--- src/design/lcd_bus_pkg.sv ---
package lcd_bus_pkg;

	// mode word, msb first; same bit order as the external 7-bit input
	typedef struct packed {
		logic display_lines;  // N, 1 = two lines
		logic font;           // F, 1 = 5x10 dots
		logic display_on;     // D
		logic cursor;         // C
		logic blink;          // B
		logic inc_dec;        // I/D, 1 = increment
		logic shift;          // S, shift display on write
	} lcd_mode_t;

	// everything that goes out to the LCD connector
	typedef struct packed {
		logic       e;
		logic       rs;
		logic       rw;
		logic [7:0] data;
	} lcd_pins_t;

	// one bus write, same layout as lcd_bus[9:0]
	typedef struct packed {
		logic       rs;    // bit 9
		logic       rw;    // bit 8
		logic [7:0] data;  // bits 7:0
	} lcd_req_t;

	// instruction base codes, mode fields are OR-ed into the low bits
	localparam logic [7:0] op_function_set = 8'b0011_0000;  // 8-bit bus, N at 3, F at 2
	localparam logic [7:0] op_display_ctrl = 8'b0000_1000;  // D at 2, C at 1, B at 0
	localparam logic [7:0] op_clear        = 8'b0000_0001;
	localparam logic [7:0] op_entry_mode   = 8'b0000_0100;  // I/D at 1, S at 0

endpackage

--- src/design/lcd_timing_pkg.sv ---
package lcd_timing_pkg;

	// all values are in microseconds
	// modules scale them by their clk_per_us parameter

	// power-up settling time of the LCD controller
	localparam int powerup_us    = 500;

	// e high time for each initialisation command
	localparam int cmd_pulse_us  = 10;

	// waits that follow each initialisation command
	localparam int short_wait_us = 50;   // after function set and display control
	localparam int clear_wait_us = 200;  // clear is the slowest instruction
	localparam int entry_wait_us = 100;  // after entry mode set

	// write window; e rises and falls at fixed offsets inside it
	localparam int write_win_us  = 50;   // whole window, busy for this long
	localparam int e_rise_us     = 1;    // setup of rs, rw, data before e
	localparam int e_fall_us     = 14;   // e high until here

endpackage
--- src/design/lcd_ctrl_top.sv ---
`timescale 1ns/1ps

module lcd_ctrl_top
	import lcd_bus_pkg::*;
#(
	parameter int clk_per_us = 15
) (
	input  logic       clk,
	input  logic       rst_n,
	input  lcd_mode_t  mode,
	input  logic       lcd_enable,
	input  lcd_req_t   lcd_bus,
	output logic       e,
	output logic       rs,
	output logic       rw,
	output logic [7:0] lcd_data,
	output logic       busy
);

	lcd_pins_t init_pins;
	lcd_pins_t wr_pins;
	lcd_pins_t pins;
	logic      init_done;
	logic      wr_active;

	lcd_init_seq #(
		.clk_per_us(clk_per_us)
	) i_lcd_init_seq (
		.clk      (clk),
		.rst_n    (rst_n),
		.mode     (mode),
		.init_pins(init_pins),
		.init_done(init_done)
	);

	lcd_write_engine #(
		.clk_per_us(clk_per_us)
	) i_lcd_write_engine (
		.clk       (clk),
		.rst_n     (rst_n),
		.lcd_enable(lcd_enable),
		.lcd_bus   (lcd_bus),
		.init_done (init_done),
		.wr_pins   (wr_pins),
		.wr_active (wr_active)
	);

	lcd_pin_driver i_lcd_pin_driver (
		.clk      (clk),
		.rst_n    (rst_n),
		.init_pins(init_pins),
		.wr_pins  (wr_pins),
		.init_done(init_done),
		.wr_active(wr_active),
		.pins     (pins),
		.busy     (busy)
	);

	// bundle out to the connector pins
	assign e        = pins.e;
	assign rs       = pins.rs;
	assign rw       = pins.rw;
	assign lcd_data = pins.data;

endmodule

--- src/design/lcd_pin_driver.sv ---
`timescale 1ns/1ps

module lcd_pin_driver
	import lcd_bus_pkg::*;
(
	input  logic      clk,
	input  logic      rst_n,
	input  lcd_pins_t init_pins,
	input  lcd_pins_t wr_pins,
	input  logic      init_done,
	input  logic      wr_active,
	output lcd_pins_t pins,
	output logic      busy
);

	lcd_pins_t pins_nxt;
	logic      busy_nxt;

	// sequencer owns the pins until init is done, then the write engine
	always_comb begin
		if (!init_done) begin
			pins_nxt = init_pins;
		end else if (wr_active) begin
			pins_nxt = wr_pins;
		end else begin
			pins_nxt = '0;  // idle bus between windows
		end
	end

	assign busy_nxt = !init_done || wr_active;

	// one register stage on every pin, so no glitch at a source change
	always_ff @(posedge clk or negedge rst_n) begin
		if (!rst_n) begin
			pins <= '0;
			busy <= 1'b1;  // busy through reset and init
		end else begin
			pins <= pins_nxt;
			busy <= busy_nxt;
		end
	end

endmodule

--- src/design/lcd_write_engine.sv ---
`timescale 1ns/1ps

module lcd_write_engine
	import lcd_timing_pkg::*;
	import lcd_bus_pkg::*;
#(
	parameter int clk_per_us = 15
) (
	input  logic      clk,
	input  logic      rst_n,
	input  logic      lcd_enable,
	input  lcd_req_t  lcd_bus,
	input  logic      init_done,
	output lcd_pins_t wr_pins,
	output logic      wr_active
);

	localparam int win_cyc = write_win_us * clk_per_us;
	localparam int cnt_w   = $clog2(win_cyc + 1);

	typedef logic [cnt_w-1:0] cnt_t;

	localparam cnt_t win_last = cnt_t'(win_cyc - 1);
	localparam cnt_t e_rise   = cnt_t'(e_rise_us * clk_per_us);
	localparam cnt_t e_fall   = cnt_t'(e_fall_us * clk_per_us);

	lcd_req_t req_q;   // request held for the whole window
	cnt_t     cnt;     // 0 on the first active cycle
	logic     accept;
	logic     e_win;

	// enables seen while a window runs are dropped, not queued
	assign accept = lcd_enable && init_done && !wr_active;

	always_ff @(posedge clk or negedge rst_n) begin
		if (!rst_n) begin
			wr_active <= 1'b0;
			cnt       <= '0;
		end else if (accept) begin
			wr_active <= 1'b1;
			cnt       <= '0;
		end else if (wr_active) begin
			if (cnt == win_last) begin
				wr_active <= 1'b0;  // window over
			end else begin
				cnt <= cnt + 1'b1;
			end
		end
	end

	always_ff @(posedge clk) begin
		if (accept) begin
			req_q <= lcd_bus;
		end
	end

	// e high in [e_rise, e_fall) of the window
	assign e_win = (cnt >= e_rise) && (cnt < e_fall);

	assign wr_pins.e    = wr_active && e_win;
	assign wr_pins.rs   = req_q.rs;
	assign wr_pins.rw   = req_q.rw;
	assign wr_pins.data = req_q.data;

endmodule

--- src/design/lcd_init_seq.sv ---
`timescale 1ns/1ps

module lcd_init_seq
	import lcd_timing_pkg::*;
	import lcd_bus_pkg::*;
#(
	parameter int clk_per_us = 15
) (
	input  logic      clk,
	input  logic      rst_n,
	input  lcd_mode_t mode,
	output lcd_pins_t init_pins,
	output logic      init_done
);

	// power-up is the longest interval, so it sizes the counter
	localparam int cnt_w = $clog2(powerup_us * clk_per_us + 1);

	typedef logic [cnt_w-1:0] cnt_t;

	localparam cnt_t powerup_last = cnt_t'(powerup_us * clk_per_us - 1);
	localparam cnt_t pulse_last   = cnt_t'(cmd_pulse_us * clk_per_us - 1);

	typedef enum logic [1:0] {
		st_powerup,
		st_cmd,
		st_wait,
		st_done
	} step_t;

	step_t      step;
	logic [1:0] cmd_idx;  // 0 function set .. 3 entry mode
	cnt_t       cnt;

	// last count of the wait that follows command idx
	function automatic cnt_t wait_last(input logic [1:0] idx);
		case (idx)
			2'd0, 2'd1: wait_last = cnt_t'(short_wait_us * clk_per_us - 1);
			2'd2:       wait_last = cnt_t'(clear_wait_us * clk_per_us - 1);
			default:    wait_last = cnt_t'(entry_wait_us * clk_per_us - 1);
		endcase
	endfunction

	// instruction byte for command idx with the current mode fields
	function automatic logic [7:0] cmd_byte(input logic [1:0] idx, input lcd_mode_t m);
		case (idx)
			2'd0:    cmd_byte = op_function_set | {4'b0, m.display_lines, m.font, 2'b0};
			2'd1:    cmd_byte = op_display_ctrl | {5'b0, m.display_on, m.cursor, m.blink};
			2'd2:    cmd_byte = op_clear;
			default: cmd_byte = op_entry_mode | {6'b0, m.inc_dec, m.shift};
		endcase
	endfunction

	// pin bundle that starts a command pulse
	function automatic lcd_pins_t cmd_pins(input logic [1:0] idx, input lcd_mode_t m);
		cmd_pins      = '0;
		cmd_pins.e    = 1'b1;
		cmd_pins.data = cmd_byte(idx, m);  // rs and rw stay low for instructions
	endfunction

	always_ff @(posedge clk or negedge rst_n) begin
		if (!rst_n) begin
			step      <= st_powerup;
			cmd_idx   <= '0;
			cnt       <= '0;
			init_pins <= '0;
			init_done <= 1'b0;
		end else begin
			case (step)
				st_powerup: begin
					if (cnt == powerup_last) begin
						cnt       <= '0;
						step      <= st_cmd;
						init_pins <= cmd_pins(cmd_idx, mode);  // mode sampled here
					end else begin
						cnt <= cnt + 1'b1;
					end
				end
				st_cmd: begin
					if (cnt == pulse_last) begin
						cnt       <= '0;
						step      <= st_wait;
						init_pins <= '0;  // e and data low during the wait
					end else begin
						cnt <= cnt + 1'b1;
					end
				end
				st_wait: begin
					if (cnt == wait_last(cmd_idx)) begin
						cnt <= '0;
						if (cmd_idx == 2'd3) begin
							step      <= st_done;
							init_done <= 1'b1;
						end else begin
							cmd_idx   <= cmd_idx + 2'd1;
							step      <= st_cmd;
							init_pins <= cmd_pins(cmd_idx + 2'd1, mode);
						end
					end else begin
						cnt <= cnt + 1'b1;
					end
				end
				default: begin
					init_done <= 1'b1;  // held until the next reset
				end
			endcase
		end
	end

endmodule

--- config.mk ---
export PLATFORM = sky130hd
export DESIGN_NAME = lcd_ctrl_top
export DESIGN_NICKNAME = d
export VERILOG_FILES = /design/src/design/lcd_bus_pkg.sv /design/src/design/lcd_timing_pkg.sv /design/src/design/lcd_ctrl_top.sv /design/src/design/lcd_pin_driver.sv /design/src/design/lcd_write_engine.sv /design/src/design/lcd_init_seq.sv
export SDC_FILE = /design/constraint.sdc
export NUM_CORES = 1
export LEC_CHECK = 0
export BUFFER_PORTS_ARGS = -buffer_cell sky130_fd_sc_hd__buf_2
export CAP_MARGIN = 10
export CORE_ASPECT_RATIO = 0.6
export CORE_UTILIZATION = 30
export CTS_BUF_LIST = sky130_fd_sc_hd__clkbuf_16
export DETAILED_ROUTE_END_ITERATION = 7
export PLACE_DENSITY = 0.5
export SYNTH_ARGS = -nofsm -noshare
export SYNTH_HDL_FRONTEND = slang
export SYNTH_SLANG_ARGS = --single-unit
export TNS_END_PERCENT = 20
--- constraint.sdc ---
create_clock -name clk -period 4.8 [get_ports clk]
set_input_delay 0.24 -clock clk [delete_from_list [all_inputs] [get_ports clk]]
set_output_delay 0.24 -clock clk [all_outputs]
set_load 0.03 [all_outputs]
Yosys cells after proc, flatten, opt, wreduce, memory -nomap -nowiden
Cells that the tools add are included.
{ "op_classes": {"magnitude_cmp": 2, "mux": 29, "eq_ne": 17, "n_addsub": 3, "n_bitwise": 2, "n_reduce_logical": 19} }
{ "ops": {"columns": ["cell", "count"], "rows": [
  ["$mux 11", 6],
  ["$mux 13", 4],
  ["$pmux 13 s3", 1],
  ["$pmux 6 s3", 2],
  ["$pmux 11 s3", 1],
  ["$mux 10", 3],
  ["$pmux 12 s2", 1],
  ["$add 13x1->13 const B", 1],
  ["$eq 13x13->1", 1],
  ["$eq 13x13->1 const B", 1],
  ["$eq 13x8->1 const B", 1],
  ["$add 10x1->10 const B", 1],
  ["$eq 10x10->1 const B", 1],
  ["$ge 10x4->1 const B", 1],
  ["$lt 10x8->1 const B", 1],
  ["$ne 2x1->1 const B", 5],
  ["$eq 2x2->1 const B", 4],
  ["$mux 2", 4],
  ["$eq 2x1->1 const B", 3],
  ["$logic_not 2->1", 3],
  ["$pmux 2 s3", 1],
  ["$reduce_and 3->1", 2],
  ["$mux 1", 5],
  ["$reduce_and 5->1", 1],
  ["12 further kinds", 18]
]} }
{ "totals": {"ff_bits": 62, "output_inout_bits": 12} }

Logic depth before layout (Yosys ltp)
{ "logic_depth": {"word_depth": 7, "ltp_mapped": 9} }

Cells and area by module
Synthesis repeated with hierarchy kept, for this count alone.
{ "unflattened": {"hier_cells": 294, "area_unflattened_um2": 3138.0} }
{ "by_module_without_submodules": {"columns": ["mod", "seq_area_each_um2", "n_inst", "cells_per_inst", "area_each_um2"], "rows": [
  ["lcd_init_seq", 600.6, 1, 189, 1771.7],
  ["lcd_write_engine", 575.6, 1, 76, 933.4],
  ["lcd_pin_driver", 301.5, 1, 29, 432.9]
]} }

Worst setup path after synthesis
No wires, ideal clock.
{ "synth_timing": {"path_type": "register to register", "start": "register i_lcd_init_seq.cmd_idx[0]", "end": "register i_lcd_init_seq.init_pins[0] (netlist name)", "setup_slack_ns": 2.296, "synth_period_minus_slack_ns": 2.504, "required_time_ns": 4.672, "path_stages_with_launch": 8, "arrival_ns": 2.376, "path_cell_list": "dfrtp_1 ha_1 or4bb_1 a222oi_1 nand4_2 o21ai_1 nand3_2 mux2_1"} }
{ "synth_via": {"elab_chain_cells": 7, "word_cells_on_any_way": 21, "classes_between": "add/sub (1); eq/ne (8); mux (8); reduce/logical (4)"} }
{ "synth_lines": {"columns": ["item", "line_no", "text"], "rows": [
  ["from (decl)", "lcd_init_seq.sv:32", "logic [1:0] cmd_idx;"],
  ["from (signal assigned)", "lcd_init_seq.sv:95", "cmd_idx <= cmd_idx + 2'd1;"],
  ["$eq 2x1->1 or $logic_not 2->1 (tied branches)", "lcd_init_seq.sv:37, lcd_init_seq.sv:46", null],
  ["$reduce_or 2->1", "lcd_init_seq.sv:37", "case (idx)"],
  ["$pmux 12 s2", "lcd_init_seq.sv:37", null],
  ["$mux 13", "lcd_init_seq.sv:69", "case (step)"],
  ["$eq 13x13->1", "lcd_init_seq.sv:89", "if (cnt == wait_last(cmd_idx)) begin"],
  ["$ne 2x1->1 (no source line)", null, null],
  ["$reduce_and 5->1 (no source line)", null, null]
]} }
Several ways; a longest one is shown, not always the timed one. The select of a mux whose other input is x is not followed.
A chain may end at the register's enable or synchronous reset.

Worst setup path after layout
{ "layout_timing": {"start": "register i_lcd_init_seq.cmd_idx[0]", "end": "register i_lcd_init_seq.cnt[0]"} }
{ "layout_via": {"elab_chain_cells": 7, "word_cells_on_any_way": 9, "classes_between": "eq/ne (3); mux (4); reduce/logical (2)"} }
{ "layout_lines": {"columns": ["item", "line_no", "text"], "rows": [
  ["$eq 2x1->1 or $logic_not 2->1 (tied branches)", "lcd_init_seq.sv:37", null],
  ["$reduce_or 2->1", "lcd_init_seq.sv:37", null],
  ["$pmux 12 s2 *", "lcd_init_seq.sv:37", null],
  ["$mux 13 *", "lcd_init_seq.sv:69", null],
  ["$eq 13x13->1 *", "lcd_init_seq.sv:89", null],
  ["$mux 13 *", "lcd_init_seq.sv:89", null],
  ["$pmux 13 s3 *", "lcd_init_seq.sv:69", null],
  ["to (signal assigned)", "lcd_init_seq.sv:76", "cnt <= cnt + 1'b1;"],
  ["to (signal assigned)", "lcd_init_seq.sv:85", "cnt <= cnt + 1'b1;"],
  ["to (signal assigned)", "lcd_init_seq.sv:100", "cnt <= cnt + 1'b1;"],
  ["to (decl)", "lcd_init_seq.sv:33", "cnt_t cnt;"]
]} }
Every way passes the cells marked *; elsewhere a longest branch is shown, timed or not. The select of a mux whose other input is x is not followed.

==> flow_metrics.env <==
export IMPL_grt_ovfl_total=0
export IMPL_htreeDepth=3
export IMPL_ctsResizeCount=0
export IMPL_cts_clk_slew_worst_paths_ns=0.05
export IMPL_critPathArrivalTime_ns=3.35
export IMPL_yosysSeqAreaShare=0.4862
export IMPL_core_area_um2=9844
export IMPL_place_area_um2=3322
export IMPL_async_flop_share=0.8246
export IMPL_setup_viol=0
export IMPL_yosysUniqueCellTypes=52
export IMPL_io_pins=32
export IMPL_fin_ws_ns=1.660
export IMPL_syn_area_um2=3039
export IMPL_cp_end_kind="flip-flop"
export IMPL_drc=0
export IMPL_post_route_period_util=0.6542
export IMPL_synthFlopType="dfrtp_1"
export IMPL_vdd_drop_max_mv=0.1797
export IMPL_fp_row_count=28
export IMPL_drt_wl_total_um=6812
export IMPL_antenna_cells=0
export IMPL_routedWlPerCell_um=14.34
export IMPL_grt_pass1_vias=2114
export IMPL_hold_viol=0
export IMPL_p_int_mw=1.006
export IMPL_placedCellCount=459
export IMPL_p_leak_nw=1.609
export IMPL_crit_slowest_cell="or4bb_1"
export IMPL_finalNonFillerCells=475
export IMPL_p_per_area_nw_per_um2=379.4
export IMPL_hold_ws_ns=0.01443
export IMPL_dp_hpwl_um=4786
export IMPL_dr_pass1_iters=4
export IMPL_die_h_um=79.97
export IMPL_min_period_ns=3.140
export IMPL_grt_pass1_wl_um=11390
export IMPL_cts_tree="built"
export IMPL_required_ns=5.01
export IMPL_cts_root_buffer="clkbuf_16"
export IMPL_postCtsSetupBuffers=0
export IMPL_drt_initial_drc_count=101
export IMPL_slew_headroom=0.5209
export IMPL_grt_antenna_before_repair=0
export IMPL_crit_path_max_incr_delay_ns=0.53
export IMPL_fin_skew_ns=0.005263
export IMPL_max_freq_mhz=318.5
export IMPL_place_ws_ns=1.666
export IMPL_mostFrequentLayoutCell="dfrtp_1"
export IMPL_ant_nets=0
export IMPL_path_class="flip-flop to flip-flop"
export IMPL_ys_warn_count=0
export IMPL_synth_cells=303
export IMPL_synth_nets=340
export IMPL_cts_sinks=57
export IMPL_clock_power_share=0.446
export IMPL_grt_start_max_net_pins=48
export IMPL_final_cell_mix="dfrtp_1, nand2_1, buf_2"
export IMPL_clockBufferDepth=2
export IMPL_layout_nets=372
export IMPL_ctsHoldBuffers=0
export IMPL_rsz0062_at_grt="no"
export IMPL_worstPathCellList="ha_1 -> or4bb_1 -> a222oi_1 -> nand4_2 -> a31oi_4 -> nor2_1 -> mux2_2"
export IMPL_worstSetupStartpointType="flip-flop"
export IMPL_status="completed"
export IMPL_area_delta_synth_final_pct=18.57
export IMPL_drv_slew=0
export IMPL_final_util=0.3660
export IMPL_hp_class="primary input to async pin"
export IMPL_fin_tns_setup_ns=0
export IMPL_via_count=2296
export IMPL_drv_cap=0
export IMPL_grt_usage=0.1449
export IMPL_syn_avg_cell_area_um2=10.03
export IMPL_p_sw_frac=0.2643
export IMPL_tightest_slew_ns=0.7186
export IMPL_dieArea_um2=10550
export IMPL_place_congestion=0.7543
export IMPL_start_util=0.3087
export IMPL_insertion_delay_ns=0.33
export IMPL_combPwrFrac=0.117
export IMPL_drive_gt1_frac=0.1706
export IMPL_vias_per_cell=4.834
export IMPL_io_buffers=31
export IMPL_ys_ff_latch=57
export IMPL_total_power_mw=1.367
export IMPL_final_cell_area_um2=3603
export IMPL_seqPwrFrac=0.437
export IMPL_die_w_um=131.9
export IMPL_cts_inserted_buffers=9
export IMPL_critPathMaxFanout=14
export IMPL_synth_edf_count=10
export IMPL_switchingPower_mw=0.3614
## worst max-delay path, delay by kind of cell, from the launching register on
kind                       cells  cell delay, ns
DFF                            1            0.49
AOI/OAI and AO/OA              2            0.84
and+or+nand+nor                3            0.92
adders and majority gates      1            0.46
muxes                          1            0.31
## per-layer routing
metal,part of all wire,global-route usage,vias up
li1,-,-,1138
met1,0.56,0.2226,1086
met2,0.37,0.1762,64
met3,0.061,0.04762,8
met4,0.013,0.05930,0
met5,0,0,-
## synth_stat cells (7+ instances only)
library cell	count	area (um2)
nor2_1	21	78.83
edfxtp_1	10	300.3
o21ai_0	20	100.1
ha_1	17	212.7
a21oi_1	13	65.06
dfrtp_1	46	1151
nor3_1	8	40.04
and3_1	7	43.79
nand3_1	8	40.04
a21o_1	7	52.55
inv_1	17	63.81
nand2_1	36	135.1
clkbuf_1	11	41.29
## state kept, by name, indices dropped and copies added (netlist names)
| name | count |
|---|---|
| i_lcd_write_engine.wr_pins | 10 |
| i_lcd_write_engine.wr_active | 1 |
| i_lcd_init_seq.cmd_idx | 2 |
| i_lcd_init_seq.step | 2 |
| i_lcd_init_seq.init_done | 1 |
| i_lcd_init_seq.cnt | 13 |
| i_lcd_write_engine.cnt | 10 |
| i_lcd_init_seq.init_pins | 6 |
| i_lcd_pin_driver.busy | 1 |
| i_lcd_pin_driver.pins | 11 |
## cell families (layout without fill, tap and decap cells)
kind of cell               count (synthesis)  in the layout  synth area share
AOI/OAI and AO/OA                         62             62            0.1334
buffers and inverters                     30             67           0.04199
adders and majority gates                 17             17           0.06999
muxes                                     12             12           0.04323
DFF                                       57             57            0.4862
and+or+nand+nor                          117            117            0.2021
xor gates and xnor gates                   8              8           0.02306
## final timing paths
check,from,to,slack [ns],cells after the start
worst max-delay path,i_lcd_init_seq.cmd_idx[0]$_DFFE_PN0P_,i_lcd_init_seq.cnt[0]$_DFFE_PN0N_,1.66,7
max in group asynchronous,rst_n,i_lcd_pin_driver.pins[1]$_DFF_PN0_,4.37,2
worst max register to register,i_lcd_init_seq.cmd_idx[0]$_DFFE_PN0P_,i_lcd_init_seq.cnt[0]$_DFFE_PN0N_,1.66,7
worst min register to register,i_lcd_write_engine.wr_pins[4]$_DFFE_PP_,i_lcd_pin_driver.pins[4]$_DFF_PN0_,0.45,1
worst min-delay path,rst_n,i_lcd_pin_driver.pins[9]$_DFF_PN0_,0.01,2
min in group clk,lcd_bus[5],i_lcd_write_engine.wr_pins[5]$_DFFE_PP_,0.09,1
## cell type report
| type | count | area (um2) |
|---|---|---|
| tap | 135 | 168.9 |
| clock inverter | 7 | 56.30 |
| inverter | 17 | 63.81 |
| timing repair buffer | 34 | 177.7 |
| sequential | 57 | 1478 |
| multi-input combinational | 216 | 1434 |
| fill | 997 | 6241 |
| clock buffer | 9 | 225.2 |
## power groups by stage
stage                     sequential, mW  clock, mW  combinational (mW)
after global placement             0.603          0               0.157
final                              0.597      0.610               0.160
after global routing               0.605      0.651               0.190
after CTS                          0.596      0.627               0.162
after floorplan                    0.590          0               0.116
after detailed placement           0.603          0               0.161
Note: power is estimated with default switching activity, not from simulation.
